## src/sdc_pkg.sv

```systemverilog
`default_nettype none

package sdc_pkg;

    //////////////////////////////////////////////////
    // widths and base types

    localparam int ADDR_W = 16;                 // z80 address
    localparam int DATA_W = 8;                  // z80 data
    localparam int SECT_W = 9;                  // 512 byte sector
    localparam int LBA_W  = 32;

    typedef logic [ADDR_W-1:0] addr_t;
    typedef logic [DATA_W-1:0] byte_t;
    typedef logic [SECT_W-1:0] sector_addr_t;
    typedef logic [LBA_W-1:0]  lba_t;
    typedef logic [1:0]        card_type_t;     // 0 unknown, 1 sdv1, 2 sdv2, 3 sdhcv2
    typedef logic [2:0]        msel_t;          // active low mux select

    //////////////////////////////////////////////////
    // board multiplexer phases

    localparam msel_t MSEL_ADDR_LO = 3'b110;    // a0-a7
    localparam msel_t MSEL_ADDR_HI = 3'b101;    // a8-a15
    localparam msel_t MSEL_CTRL    = 3'b011;    // merq, iorq, m1
    localparam msel_t MSEL_NONE    = 3'b111;

    // bit positions inside the control byte
    localparam int CTRL_MERQ_BIT = 0;
    localparam int CTRL_IORQ_BIT = 1;
    localparam int CTRL_M1_BIT   = 7;

    //////////////////////////////////////////////////
    // register map, offsets from the window base

    localparam int OFS_SDATA  = 'h000;          // sector window, 512 bytes
    localparam int OFS_ENABLE = 'h200;
    localparam int OFS_CMD    = 'h201;
    localparam int OFS_STATUS = 'h202;
    localparam int OFS_SADDR  = 'h203;          // 4 bytes, little endian
    localparam int OFS_CTYPE  = 'h20E;
    localparam int OFS_END    = 'h2FF;

    localparam int CMD_RSTART_BIT = 0;
    localparam int CMD_WSTART_BIT = 1;
    localparam int CMD_INIT_BIT   = 7;

    localparam addr_t SDC_BASE_DEFAULT = 16'h7C00;

endpackage

`default_nettype wire

```

## src/sdc_registers.sv

```systemverilog
`default_nettype none
`timescale 1ns/100ps

module sdc_registers #(
    parameter sdc_pkg::addr_t SDC_BASE = sdc_pkg::SDC_BASE_DEFAULT
) (
    input  wire                         clk108_w,
    input  wire                         ram_enabled_w,
    // bus snapshot
    input  wire                         snap_valid,
    input  wire sdc_pkg::addr_t         addr,
    input  wire sdc_pkg::byte_t         data,
    input  wire                         merq_n,
    input  wire                         iorq_n,
    input  wire                         m1_n,
    input  wire                         rd_n_s,
    input  wire                         wr_n_s,
    input  wire                         sltsl_n_s,
    // sector buffer, cpu port
    output sdc_pkg::sector_addr_t       buf_addr,
    output logic                        buf_we,
    output sdc_pkg::byte_t              buf_wdata,
    input  wire sdc_pkg::byte_t         buf_rdata,
    // card engine
    input  wire                         card_busy,
    input  wire                         card_done,
    input  wire                         card_crc_error,
    input  wire                         card_timeout_error,
    input  wire sdc_pkg::card_type_t    card_type,
    input  wire                         card_outen,
    output logic                        card_buf_we,
    output logic                        card_rstart,
    output logic                        card_wstart,
    output logic                        card_init,
    output sdc_pkg::lba_t               card_sector,
    // data bus
    output sdc_pkg::byte_t              cd_out,
    output logic                        datadir
);

    import sdc_pkg::*;

    logic [9:0] ofs;                // offset inside the 1k window
    logic       win_hit;
    logic       mem_cycle;
    logic       in_sdata;
    logic       in_regs;
    logic       is_enable;
    logic       resp;
    logic       cpu_rd;
    logic       cpu_wr;
    logic       sd_en;
    logic       rd_buf_q;           // sector read waits one cycle for the ram
    byte_t      reg_rdata;

    //////////////////////////////////////////////////
    // address decode

    assign ofs       = addr[9:0];
    assign win_hit   = (addr[15:10] == SDC_BASE[15:10]);
    assign mem_cycle = !merq_n && iorq_n && m1_n && !sltsl_n_s;
    assign in_sdata  = (ofs < 10'(OFS_ENABLE));
    assign in_regs   = !in_sdata && (ofs <= 10'(OFS_END));
    assign is_enable = (ofs == 10'(OFS_ENABLE));

    // enable register answers even while the window is off
    assign resp   = mem_cycle && win_hit && (is_enable || (sd_en && (in_sdata || in_regs)));
    assign cpu_rd = snap_valid && resp && !rd_n_s;
    assign cpu_wr = snap_valid && resp && !wr_n_s;

    // cpu port of the sector buffer
    assign buf_addr  = sector_addr_t'(ofs - 10'(OFS_SDATA));
    assign buf_we    = cpu_wr && in_sdata;
    assign buf_wdata = data;

    assign card_buf_we = card_outen && card_rstart;   // card fills the buffer on reads only

    //////////////////////////////////////////////////
    // readback mux

    always_comb begin
        case (ofs)
            10'(OFS_ENABLE): reg_rdata = {7'b0, sd_en};
            10'(OFS_STATUS): reg_rdata = {card_busy, 5'b0, card_timeout_error, card_crc_error};
            10'(OFS_CTYPE):  reg_rdata = {6'b0, card_type};
            default:         reg_rdata = 8'hFF;     // csd/cid bytes and write-only regs
        endcase
    end

    //////////////////////////////////////////////////
    // control registers

    always_ff @(posedge clk108_w or negedge ram_enabled_w) begin
        if (!ram_enabled_w) begin
            sd_en       <= 1'b0;
            card_rstart <= 1'b0;
            card_wstart <= 1'b0;
            card_init   <= 1'b0;
            rd_buf_q    <= 1'b0;
            datadir     <= 1'b1;
        end else begin
            rd_buf_q <= cpu_rd && in_sdata;

            if (card_done) begin
                card_rstart <= 1'b0;
                card_wstart <= 1'b0;
            end

            // drive the bus from the frame after a hit until the first miss
            if (snap_valid)
                datadir <= !(resp && !rd_n_s);

            if (cpu_wr) begin
                case (ofs)
                    10'(OFS_ENABLE): sd_en <= data[0];
                    10'(OFS_CMD): begin
                        card_rstart <= card_rstart | data[CMD_RSTART_BIT];
                        card_wstart <= card_wstart | data[CMD_WSTART_BIT];
                        card_init   <= card_init   | data[CMD_INIT_BIT];  // sticky
                    end
                    default: ;
                endcase
            end
        end
    end

    //////////////////////////////////////////////////
    // sector number and read data

    always_ff @(posedge clk108_w) begin
        if (cpu_wr) begin
            case (ofs)
                10'(OFS_SADDR + 0): card_sector[7:0]   <= data;
                10'(OFS_SADDR + 1): card_sector[15:8]  <= data;
                10'(OFS_SADDR + 2): card_sector[23:16] <= data;
                10'(OFS_SADDR + 3): card_sector[31:24] <= data;
                default: ;
            endcase
        end

        if (cpu_rd && !in_sdata)
            cd_out <= reg_rdata;
        else if (rd_buf_q)
            cd_out <= buf_rdata;    // ram output for the snapshot address
    end

endmodule

`default_nettype wire

```

## config.mk

```make
export PLATFORM = sky130hd
export DESIGN_NAME = sdc_registers
export DESIGN_NICKNAME = d
export VERILOG_FILES = /design/src/sdc_pkg.sv /design/src/sdc_registers.sv
export SDC_FILE = /design/constraint.sdc
export NUM_CORES = 1
export LEC_CHECK = 0
export BUFFER_PORTS_ARGS = -buffer_cell sky130_fd_sc_hd__buf_2
export CORE_UTILIZATION = 48
export CTS_CLUSTER_DIAMETER = 60
export DETAILED_ROUTE_END_ITERATION = 10
export GPL_TIMING_DRIVEN = 0
export PLACE_DENSITY_LB_ADDON = 0.05
export SLEW_MARGIN = 20
export SYNTH_ARGS = -nofsm -noshare
export SYNTH_HDL_FRONTEND = slang
export SYNTH_SLANG_ARGS = --single-unit
```

## constraint.sdc

```tcl
create_clock -name clk108_w -period 4.35 [get_ports clk108_w]
set_input_delay 0.2175 -clock clk108_w [delete_from_list [all_inputs] [get_ports clk108_w]]
set_output_delay 0.2175 -clock clk108_w [all_outputs]
set_load 0.05 [all_outputs]
```

==> results.json <==
{
  "status": "finished clean",
  "cts_root_buf": "clkbuf_8",
  "switching_power_uw": 191,
  "cpMostUsedCell": "buf_2",
  "dp_cells": 296,
  "startpoint": "addr[15]",
  "cp_max_fo": 9,
  "cap_violations": 0,
  "layout.nets": 302,
  "hold_violations": 0,
  "io_pins": 111,
  "overflow": 0,
  "maxUsedRoutingLayer": "met4",
  "rsz0062_at_grt": "false",
  "timing.slew.headroom": 0.524,
  "syn-num-nets": 185,
  "maxSlewViolCount": 0,
  "min_period_ns": 2.10,
  "cp.arrival_ns": 1.88,
  "required_ns": 4.13,
  "r2r-end": "card_sector[11]$_DFFE_PP_",
  "crit_path_end_kind": "primary output",
  "drt-met1-wl_mm": 1.69,
  "critPathLaunchType": "input port",
  "ys_async_sr_fraction": 0.130,
  "sw_frac_of_total": 0.216,
  "die-area_um2": 4520,
  "grt_pass1_wl_mm": 6.47,
  "yosysTopAreaCellShare": 0.589,
  "die_h_um": 67.2,
  "fin_cells": 305,
  "crit_buf_inv": 2,
  "avgSynthCellArea_um2": 14.9,
  "fin_setup_tns_ns": 0,
  "grt_pass1_vias": 1378,
  "num_rows": 23,
  "p_leak_nw": 1.24,
  "cts_buffers": 5,
  "crit_type": "input port to primary output",
  "synth_ff_type": "edfxtp_1",
  "grt_max_degree": 14,
  "pwr-share-comb": 0.114,
  "synthCells": 137,
  "hp-class": "input port to flip-flop",
  "path_clk_slew_ns": 0.08,
  "wl_met2_mm": 2.16,
  "ys_warn_count": 0,
  "cpLargestDelayFamily": "simple AND/OR/NAND/NOR gates",
  "gp_congestion": 0.802,
  "vias_per_cell": 5.10,
  "ys_types": 41,
  "p_seq_frac": 0.543,
  "ir_worst_vdd_v": 0.000141,
  "drc": 0,
  "cts_tree": "built",
  "clk_latency_ns": 0.29,
  "clkPwrFrac": 0.343,
  "antenna_found_initial": 0,
  "clockBufferDepth": 2,
  "hold_ws_ns": 0.106,
  "skew_ns": 0.00761,
  "synth_top_cell_by_area": "edfxtp_1",
  "area_growth_syn_to_layout_pct": 35.5,
  "cp_slowest_cell": "a211oi_1",
  "setup_violations": 0,
  "rr_worst_depth": 3,
  "grt_usage": 0.200,
  "ys_ff_latch": 46,
  "h-tree-depth": 2,
  "intPower_uw": 690,
  "drive_gt1_frac": 0.565,
  "core_area_um2": 4030,
  "antenna_left": 0,
  "io_buffers": 109,
  "hpwl_mm": 3.32,
  "tightest_slew_ns": 0.713,
  "wl_mm": 4.23,
  "drtPass1Iterations": 4,
  "yosysSeqAreaShare": 0.663,
  "wire_per_inst_um": 13.9,
  "powerDensity_nw_per_um2": 319,
  "num_vias": 1555,
  "max_stage_delay_ns": 0.52,
  "clock.fmax_mhz": 476,
  "die_w_um": 67.2,
  "cp.depth": 6,
  "netlist_top_cells_count": "edfxtp_1 (40), buf_4 (17), inv_1 (9)",
  "reg2reg_from": "sd_en$_DFFE_PN0P_",
  "synth-edff-count": 40,
  "initial_core_util": 0.507,
  "reg2reg_slack_ns": 2.41,
  "clock_sinks": 46,
  "timing.final.crit_share": 0.483,
  "syn_area_um2": 2040,
  "cts_resized": 0,
  "synth_most_common_cell": "edfxtp_1",
  "synth_area_leaders": "edfxtp_1 (59%), buf_4 (6.3%), dfrtp_1 (6.1%)",
  "path_cells": "buf_2 > nor4bb_1 > nand3_1 > a211oi_1 > and2_1 > buf_2",
  "drt-initial-drc-count": 45,
  "critPathCapture": "buf_we",
  "dr_wl_met3_um": 323,
  "antennaDiodeCount": 0
}
-- kinds of logic (layout without fill, tap and decap cells) --
kind of cell	count (synthesis)	after routing	synth area share
mux	5	5	0.0325
flops	46	46	0.663
buf+inv	28	146	0.0901
simple gates	36	36	0.124
compound gates	22	22	0.0907
-- routing by layer --
metal  up-vias  track usage
li1        742            -
met1       722        0.239
met2        85        0.345
met3         6       0.0524
met4         0       0.0745
met5         -            0
-- layout make-up --
type / count / area [um^2]
inverters: 9 / 33.8
flip-flops and latches: 46 / 1350
well taps: 50 / 62.6
clock inverters: 1 / 30.0
multi-input cells: 63 / 504
repair buffers: 110 / 556
plain buffers: 19 / 150
clock buffers: 7 / 76.3
fillers: 303 / 1260
-- what timing repair did --
action | CTS | global route
buffers inserted | 0 | 0
endpoints found under the setup margin | 0 | 0
endpoints found under the hold margin | 6 | 0
hold buffers | 1 | 0
-- registers in the layout, summed over array words and instances, names as in the netlist --
register,cells
card_init,1
card_wstart,1
rd_buf_q,1
cd_out,8
card_rstart,1
datadir,1
card_sector,32
sd_en,1
-- worst min path at each step --
stage,depth (start not counted),to,slack [ns],startpoint
final,2,card_wstart$_DFF_PN0_,0.11,card_done
after global routing,2,card_rstart$_DFF_PN0_,0.1,card_done
after CTS,2,card_wstart$_DFF_PN0_,0.10,card_done
after detailed placement,1,sd_en$_DFFE_PN0P_,0.05,ram_enabled_w
after global placement,1,sd_en$_DFFE_PN0P_,0.05,ram_enabled_w
after floorplan,0,card_init$_DFFE_PN0P_,-0.08,ram_enabled_w
-- per-stage QoR --
step | area (um^2) | setup WS (ns) | utilization | total power [mW]
after floorplan | 2040 | 2.49 | - | 0.548
after global placement | 2650 | 2.03 | 0.657 | 0.587
after detailed placement | 2650 | 2.00 | 0.657 | 0.589
after CTS | 2770 | 2.27 | 0.686 | 0.884
after global routing | 2770 | 2.08 | 0.686 | 0.912
final | 2770 | 2.25 | 0.686 | 0.881
-- power groups by stage --
stage / Combinational (mW) / Sequential (mW) / Clock (mW)
after floorplan: 0.0588 / 0.489 / 0
after global placement: 0.0986 / 0.489 / 0
after detailed placement: 0.100 / 0.489 / 0
after CTS: 0.101 / 0.479 / 0.304
after global routing: 0.108 / 0.479 / 0.325
final: 0.100 / 0.479 / 0.302
-- layout by cell type (no fill, tap or decap), types with 2 or more instances in the layout --
cell / count
a2111o_1: 2
a2111oi_0: 2
a211oi_1: 3
a21oi_1: 5
a2bb2oi_1: 2
and2_1: 3
and3_1: 4
and4_1: 4
buf_2: 109
buf_4: 17
buf_6: 2
clkbuf_1: 2
clkbuf_8: 5
dfrtp_1: 5
edfxtp_1: 40
inv_1: 9
mux2_4: 3
nand2_1: 3
nand2b_1: 2
nand3_1: 3
nand4b_1: 2
nor2_1: 2
nor4_1: 2
o21ai_0: 2
Note: power is estimated with default switching activity, not from simulation.
