<file path="src/sdc_pkg.sv">
`default_nettype none

package sdc_pkg;

    //////////////////////////////////////////////////
    // widths and base types

    localparam int ADDR_W = 16;                 // z80 address
    localparam int DATA_W = 8;                  // z80 data
    localparam int SECT_W = 9;                  // 512 byte sector
    localparam int LBA_W  = 32;

    typedef logic [ADDR_W-1:0] addr_t;
    typedef logic [DATA_W-1:0] byte_t;
    typedef logic [SECT_W-1:0] sector_addr_t;
    typedef logic [LBA_W-1:0]  lba_t;
    typedef logic [1:0]        card_type_t;     // 0 unknown, 1 sdv1, 2 sdv2, 3 sdhcv2
    typedef logic [2:0]        msel_t;          // active low mux select

    //////////////////////////////////////////////////
    // board multiplexer phases

    localparam msel_t MSEL_ADDR_LO = 3'b110;    // a0-a7
    localparam msel_t MSEL_ADDR_HI = 3'b101;    // a8-a15
    localparam msel_t MSEL_CTRL    = 3'b011;    // merq, iorq, m1
    localparam msel_t MSEL_NONE    = 3'b111;

    // bit positions inside the control byte
    localparam int CTRL_MERQ_BIT = 0;
    localparam int CTRL_IORQ_BIT = 1;
    localparam int CTRL_M1_BIT   = 7;

    //////////////////////////////////////////////////
    // register map, offsets from the window base

    localparam int OFS_SDATA  = 'h000;          // sector window, 512 bytes
    localparam int OFS_ENABLE = 'h200;
    localparam int OFS_CMD    = 'h201;
    localparam int OFS_STATUS = 'h202;
    localparam int OFS_SADDR  = 'h203;          // 4 bytes, little endian
    localparam int OFS_CTYPE  = 'h20E;
    localparam int OFS_END    = 'h2FF;

    localparam int CMD_RSTART_BIT = 0;
    localparam int CMD_WSTART_BIT = 1;
    localparam int CMD_INIT_BIT   = 7;

    localparam addr_t SDC_BASE_DEFAULT = 16'h7C00;

endpackage

`default_nettype wire

</file>
<file path="src/bus_sampler.sv">
`default_nettype none
`timescale 1ns/100ps

module bus_sampler (
    input  wire                    clk108_w,
    input  wire                    ram_enabled_w,
    input  wire sdc_pkg::byte_t    mp,
    input  wire sdc_pkg::byte_t    cd_in,
    input  wire                    rd_n,
    input  wire                    wr_n,
    input  wire                    sltsl_n,
    output sdc_pkg::msel_t         msel_n,
    output logic                   snap_valid,
    output sdc_pkg::addr_t         addr,
    output sdc_pkg::byte_t         data,
    output logic                   merq_n,
    output logic                   iorq_n,
    output logic                   m1_n,
    output logic                   rd_n_s,
    output logic                   wr_n_s,
    output logic                   sltsl_n_s
);

    import sdc_pkg::*;

    logic [2:0] phase;              // frame cycle
    byte_t      addr_lo_q;
    byte_t      addr_hi_q;
    logic       take_lo;
    logic       take_hi;
    logic       take_ctrl;

    // second cycle of each mux window
    assign take_lo   = (phase == 3'd2);
    assign take_hi   = (phase == 3'd4);
    assign take_ctrl = (phase == 3'd6);

    //////////////////////////////////////////////////
    // phase sequencer

    always_ff @(posedge clk108_w or negedge ram_enabled_w) begin
        if (!ram_enabled_w) begin
            phase      <= 3'd0;
            msel_n     <= MSEL_NONE;
            snap_valid <= 1'b0;
        end else begin
            phase      <= phase + 3'd1;   // wraps every 8
            snap_valid <= take_ctrl;      // high in frame cycle 7
            case (phase)
                3'd0:    msel_n <= MSEL_ADDR_LO;
                3'd2:    msel_n <= MSEL_ADDR_HI;
                3'd4:    msel_n <= MSEL_CTRL;
                3'd6:    msel_n <= MSEL_NONE;
                default: msel_n <= msel_n;
            endcase
        end
    end

    //////////////////////////////////////////////////
    // snapshot

    // strobes idle high until the first frame lands
    always_ff @(posedge clk108_w or negedge ram_enabled_w) begin
        if (!ram_enabled_w) begin
            merq_n    <= 1'b1;
            iorq_n    <= 1'b1;
            m1_n      <= 1'b1;
            rd_n_s    <= 1'b1;
            wr_n_s    <= 1'b1;
            sltsl_n_s <= 1'b1;
        end else if (take_ctrl) begin
            merq_n    <= mp[CTRL_MERQ_BIT];
            iorq_n    <= mp[CTRL_IORQ_BIT];
            m1_n      <= mp[CTRL_M1_BIT];
            rd_n_s    <= rd_n;
            wr_n_s    <= wr_n;
            sltsl_n_s <= sltsl_n;
        end
    end

    always_ff @(posedge clk108_w) begin
        if (take_lo)
            addr_lo_q <= mp;
        if (take_hi)
            addr_hi_q <= mp;
        // both halves move together so the consumer never sees a torn address
        if (take_ctrl) begin
            addr <= {addr_hi_q, addr_lo_q};
            data <= cd_in;
        end
    end

endmodule

`default_nettype wire

</file>
<file path="config.mk">
export PLATFORM = sky130hd
export DESIGN_NAME = bus_sampler
export DESIGN_NICKNAME = d
export VERILOG_FILES = /design/src/sdc_pkg.sv /design/src/bus_sampler.sv
export SDC_FILE = /design/constraint.sdc
export NUM_CORES = 1
export LEC_CHECK = 0
export ABC_AREA = 1
export ABC_CLOCK_PERIOD_IN_PS = 2000
export BUFFER_PORTS_ARGS = -buffer_cell sky130_fd_sc_hd__clkbuf_2
export CAP_MARGIN = 15
export CORE_UTILIZATION = 30
export DETAILED_ROUTE_END_ITERATION = 12
export MAX_ROUTING_LAYER = met4
export SYNTH_ARGS = -nofsm -noshare
export SYNTH_HDL_FRONTEND = slang
export SYNTH_SLANG_ARGS = --single-unit
</file>
<file path="constraint.sdc">
create_clock -name clk108_w -period 2 [get_ports clk108_w]
set_input_delay 0.2 -clock clk108_w [delete_from_list [all_inputs] [get_ports clk108_w]]
set_output_delay 0.2 -clock clk108_w [all_outputs]
set_load 0.005 [all_outputs]
</file>
==> out/results.txt, run 1 <==
Status - complete, no violations
Setup violators final - 0
Portion of the clock cycle consumed by the worst path in the final layout - 77.5%
Clock tree from TritonCTS - done
Residual DRC - 0
Static Leakage - 0.990 nW
Global-route wire length before repair - 4420 um
Max-capacitance violation count - 0
RSZ-0062 raised after global routing - no
Netlist area before placement - 0.00181 mm^2
Initial standard-cell utilization of the core - 32.0%
Core Footprint - 0.00564 mm^2
Slowest stage cell on the critical path - dfrtp_1
Number of placed instances with taps included - 227
Via count - 987
# Post-CTS Setup Buffers - 0
Final design instance area without fill - 0.00228 mm^2
Number of buffers inserted during clock tree synthesis - 5
Die outline area - 0.00634 mm^2
Tightest Pin Transition - 0.347 ns
Cell variety after synth - 16
Fraction of the yosys area taken by sequential cells - 85.1%
CTS Hold Buffers Added - 1
Instance count of the mapped netlist - 102
Average detailed-routed wire length per instance - 11.9 um
Non-filler cells, final - 236
Clk buf depth - 2
Critical setup path kind - reg -> reg
Io pins - 55
Synth Register Bits - 53
Final-report hold violation count - 0
Pins Over Slew Limit - 0
Via-per-instance ratio - 4.18
Post-Route Setup TNS - 0 ns
Worst min-delay path class - in -> reg
Worst Path Required - 1.98 ns
Data arrival at the endpoint of the critical path - 1.53 ns
Maximum cell stage delay along the critical path - 0.39 ns
Worst path cell trace - inv_1 -> ha_1 -> nand2_2 -> inv_1
Worst hold slack after final layout - 0.0723 ns
Number of H-tree branching levels - 2
Initial detailed-routing violation count - 50
Peak Freq - 645 MHz
Floorplan die height - 79.6 um
Clock input transition at the sequential cells of the worst setup and hold paths - 0.09 ns
Routability congestion estimate - 0.701
Combined global-route utilization of all metal layers - 9.95%
Final period demand of the worst path - 1.55 ns
Final-layout fill cell count - 546
Number of global-route vias before repair - 905
Cell at the root of the clock tree - clkbuf_8
Clock tree sinks - 53
Largest net degree at the start of global routing - 32
Cell with the most instances on the worst path - inv_1
Peak supply drop - 0.314 mV
Type of origin of the critical path - flop
Clock latency of the later-clocked register in the worst-skew pair - 0.30 ns
Post-detailed-placement cell area - 0.00216 mm^2
Worst setup margin - 0.450 ns
Pre-CTS setup slack - 0.456 ns
Width of the chip - 79.6 um
NumNets Final - 188
Synthesis-to-layout area growth - 26.0%
Port buffer count - 54
Synth warnings - 0
Max-slew headroom - 76.8%
Ant. Diodes - 0
Pwr/cell area - 852 mW/mm^2
Placement row count - 27
Endpoint kind of the worst setup timing path - flop
Number of iterations in the first detailed-routing pass - 4
Initial antenna violation count - 0
Net Count, Synth - 127
Maximum net fanout on the critical path - 8
Worst clock skew - 0.00218 ns
Total Routed Length - 2810 um
Mean cell area of the mapped netlist - 17.7 um^2
Total congestion overflow - 0
Post-cts resize count - 0
Proportion of layout cells with a drive suffix above 1 - 46.3%
Final HPWL DP - 2040 um
Post-route antenna net violation count - 0
[state kept, by name (all words and copies together) (netlist names), 3 cells and up]
register and count:
addr_lo_q 8, phase 3, addr_hi_q 8, data 8, addr 16, msel_n 3
[area by class of cell]
| type | count | area (um^2) | area share [%] |
|---|---|---|---|
| Tap cell | 72 | 90.1 | 3.96 |
| Multi-Input combinational cell | 40 | 225 | 9.89 |
| Timing Repair Buffer | 55 | 280 | 12.3 |
| Sequential cell | 53 | 1540 | 67.5 |
| Inverter | 8 | 32.5 | 1.43 |
| Clock inverter | 2 | 38.8 | 1.70 |
| Clock buffer | 6 | 72.6 | 3.19 |
[worst paths after layout]
| kind | startpoint | to | slack [ns] | cells past startpoint |
|---|---|---|---|---|
| worst max-delay path | phase[0] | addr_hi_q[1] | 0.45 | 4 |
| worst min-delay path | cd_in[6] | data[6] | 0.07 | 1 |
| worst max register to register | phase[0] | addr_hi_q[1] | 0.45 | 4 |
| worst min register to register | addr_hi_q[5] | addr[13] | 0.42 | 0 |
| max in group asynchronous | ram_enabled_w | wr_n_s | 1.40 | 2 |
| min in group asynchronous | ram_enabled_w | phase[1] | 0.31 | 2 |
[cell families after synthesis]
group           count (synthesis)  share of synthesized area, %
compound gates                  1                         0.346
xor+xnor                        1                         0.485
fa+ha+maj                       4                          2.77
buf+inv                         9                          2.42
flops                          53                          85.1
simple gates                   34                          8.86
[per-stage QoR]
stage / power (mW) / util, %
floorplan: 1.22 / -
global placement: 1.26 / 38.2
detailed placement: 1.26 / 38.2
CTS: 1.96 / 40.4
global route: 2.02 / 40.4
finish: 1.94 / 40.4
[cell usage after synthesis]
master,n,area share [%]
nand4_1,3,1.0
dfrtp_1,4,5.5
xor2_1,1,0.48
o22ai_1,1,0.35
inv_1,6,1.2
nand2_1,26,5.4
inv_2,1,0.21
nand2_4,2,1.2
nand2_2,1,0.35
inv_4,1,0.35
edfxtp_1,40,66
nand3_2,1,0.55
buf_6,1,0.62
nand3_1,1,0.28
dfstp_2,9,13
ha_1,4,2.8
[critical path, delay by kind of cell, from the launching register on]
kind	cells	cell delay (ns)
flops	1	0.39
buf+inv	2	0.44
fa+ha+maj	1	0.28
simple gates	1	0.12
[where the power goes]
group          total (mW)  leakage [nW]  switching [mW]  internal (mW)
logic              0.0424         0.429          0.0207         0.0217
clock network       0.704        0.0554           0.328          0.376
registers            1.19         0.506         0.00408           1.19
[cell usage in the layout (no fill, tap or decap), types with 2 or more instances in the layout]
master    count
clkbuf_2     54
nand2_4       2
ha_1          4
nand4_1       3
nand2_1      26
dfrtp_1       4
dfstp_2       9
inv_1         6
edfxtp_1     40
clkbuf_8      5
[routing by layer]
metal / track usage [%] / wire length [um] / vias up
li1: - / - / 472
met2: 13.6 / 1200 / 46
met1: 13.3 / 1320 / 463
met4: 4.36 / 47 / 0
met5: - / 0 / -
met3: 3.43 / 241 / 6
Power figures use the tool's default switching activity.
==> inputs of run 2 (changes only) <==
--- a/config.mk
+++ b/config.mk
@@ -6,7 +6,7 @@
 export NUM_CORES = 1
 export LEC_CHECK = 0
 export ABC_AREA = 1
-export ABC_CLOCK_PERIOD_IN_PS = 2000
+export ABC_CLOCK_PERIOD_IN_PS = 1300
 export BUFFER_PORTS_ARGS = -buffer_cell sky130_fd_sc_hd__clkbuf_2
 export CAP_MARGIN = 15
 export CORE_UTILIZATION = 30
==> constraint.sdc (replaced) <==
create_clock -name clk108_w -period 1.3 [get_ports clk108_w]
set_input_delay 0.13 -clock clk108_w [delete_from_list [all_inputs] [get_ports clk108_w]]
set_output_delay 0.13 -clock clk108_w [all_outputs]
set_load 0.005 [all_outputs]
==> out/results.txt, run 2 (synthesis gave the netlist of run 1 again) <==
Status - complete, no violations
Global-route layer with the greatest usage - met2
Ant. Diodes - 0
GRT met3 Usage - 2.86%
Max FFs per register - 16
Flop pwr share - 60.3%
Post-route antenna net violation count - 0
Data arrival at the endpoint of the critical path - 1.27 ns
Area taken by multi-input logic gates - 228 um^2
Depth of the worst register-to-register path - 4
Critical setup path kind - reg -> reg
Endpoint kind of the worst setup timing path - flop
Beginning of the worst hold path - sltsl_n
Io pins - 55
Synthesis-to-layout area growth - 34.5%
Worst path cell trace - inv_1 -> ha_2 -> nand2_4 -> inv_12
Net Sw Frac - 17.7%
Largest net degree at the start of global routing - 32
Proportion of layout cells with a drive suffix above 1 - 48.3%
Maximum cell stage delay along the critical path - 0.38 ns
Max-capacitance violation count - 0
Number of iterations in the first detailed-routing pass - 4
Static Leakage - 1.05 nW
Floorplan die height - 79.6 um
Port buffer count - 54
Register bank with the most flops - addr
Clock input transition at the sequential cells of the worst setup and hold paths - 0.09 ns
Setup violators final - 0
Number of global-route vias before repair - 985
Final-report hold violation count - 0
Worst Path Required - 1.31 ns
Final period demand of the worst path - 1.26 ns
Net switching power figure - 539 uW
Tightest Pin Transition - 0.342 ns
Maximum net fanout on the critical path - 16
Slowest stage cell on the critical path - dfrtp_1
Total congestion overflow - 0
Total Routed Length - 2890 um
Routability congestion estimate - 0.756
Register-to-Register Setup Slack - 0.04 ns
Power share of the clock group - 37.0%
Pins Over Slew Limit - 0
Worst min-delay path class - in -> reg
Portion of the clock cycle consumed by the worst path in the final layout - 96.9%
Core Footprint - 0.00564 mm^2
Worst r2r dst - addr[12]
Final HPWL DP - 2080 um
Worst hold slack after final layout - 0.0116 ns
Family of cells with the greatest summed delay on the critical path - flip-flops
Combined global-route utilization of all metal layers - 9.66%
Power consumption - 3.04 mW
Hold Path Depth - 3
Clock tree from TritonCTS - done
Internal cell power - 2.50 mW
Number of buffers inserted during clock tree synthesis - 5
Initial antenna violation count - 0
Via count - 1,018
Residual DRC - 0
Bufs and invs on worst path - 2
GRT met1 Usage - 10.7%
Max-slew headroom - 77.2%
Width of the chip - 79.6 um
Cell at the root of the clock tree - clkbuf_8
Via-per-instance ratio - 4.07
Most common library cell in the layout ignoring fill and taps - clkbuf_2
Post-Route Setup TNS - 0 ns
Clk buf depth - 2
Average detailed-routed wire length per instance - 11.6 um
Final-layout fill cell count - 514
Hold Crit Endpoint - sltsl_n_s
Global-route wire length before repair - 4330 um
Global-route met2 utilization - 15.5%
Worst clock skew - 0.00545 ns
Type of origin of the critical path - flop
NumNets Final - 202
Die outline area - 0.00634 mm^2
Peak Freq - 794 MHz
Placement row count - 27
Initial detailed-routing violation count - 53
Number of H-tree branching levels - 2
Power share of the combinational group - 2.7%
RSZ-0062 raised after global routing - yes
Register Area - 0.00154 mm^2
Startpoint of the worst-slack reg-to-reg timing path - phase[0]
Clock tree sinks - 53
Clock latency of the later-clocked register in the worst-skew pair - 0.30 ns
Commonest cells after routing, fill and taps aside - clkbuf_2 (54), edfxtp_1 (40), nand2_1 (26), dlygate4sd3_1 (9), dfstp_2 (9)
Pwr/cell area - 1250 mW/mm^2
# Post-CTS Setup Buffers - 0
Initial standard-cell utilization of the core - 32.0%
Peak supply drop - 0.522 mV
[run 2: metal layers]
metal / vias up / wire length, um
li1: 502 / -
met1: 475 / 1250
met2: 35 / 1420
met3: 6 / 177
met4: 0 / 47
met5: - / 0
[run 2: power groups by stage]
stage | combinational (mW) | sequential, mW | clock (mW)
floorplan | 0.00785 | 1.87 | 0
global placement | 0.0634 | 1.87 | 0
detailed placement | 0.0637 | 1.87 | 0
CTS | 0.0732 | 1.83 | 1.15
global route | 0.0929 | 1.84 | 1.24
finish | 0.0830 | 1.83 | 1.13
[run 2: per-stage QoR]
stage / worst slack (ns) / instances / area [um^2] / util [%]
global route: -0.00488 / 250 / 2430 / 43.1
finish: 0.0409 / 250 / 2430 / 43.1
global placement: 0.0225 / 232 / 2200 / 39.0
floorplan: 0.0127 / 102 / 1810 / -
CTS: 0.0304 / 244 / 2370 / 42.0
detailed placement: -0.0129 / 232 / 2200 / 39.0
[run 2: final cells by class]
class	instances	area share (%)
Clock inverter	2	1.54
Multi-Input combinational cell	40	9.37
Sequential cell	53	63.3
Inverter	8	1.85
Clock buffer	6	3.40
Timing Repair Buffer	68	16.4
Tap cell	72	3.71
Timing Repair inverter	1	0.463
[run 2: how the worst max path moves through the flow]
stage,cells after the start,endpoint,startpoint,slack [ns]
after global placement,4,addr[14],phase[0],0.02
after detailed placement,4,addr[8],phase[0],-0.01
final,4,addr[12],phase[0],0.04
after CTS,4,addr[6],phase[0],0.03
after global routing,4,data[1],phase[0],-0.005
after floorplan,4,addr[0],phase[0],0.01
[run 2: repair_timing]
action / 4_1_cts / 5_1_grt
endpoints found under the hold margin: 16 / 5
cloned: 0 / 1
hold buffers: 4 / 5
setup endpoints to repair: 32 / 23
gates resized for setup: 3 / 1
[run 2: tightest hold or removal path, delay by kind of cell]
kind / cells / cell delay (ns)
buffers and inverters: 1 / 0.08
AND/OR/NAND/NOR: 2 / 0.10
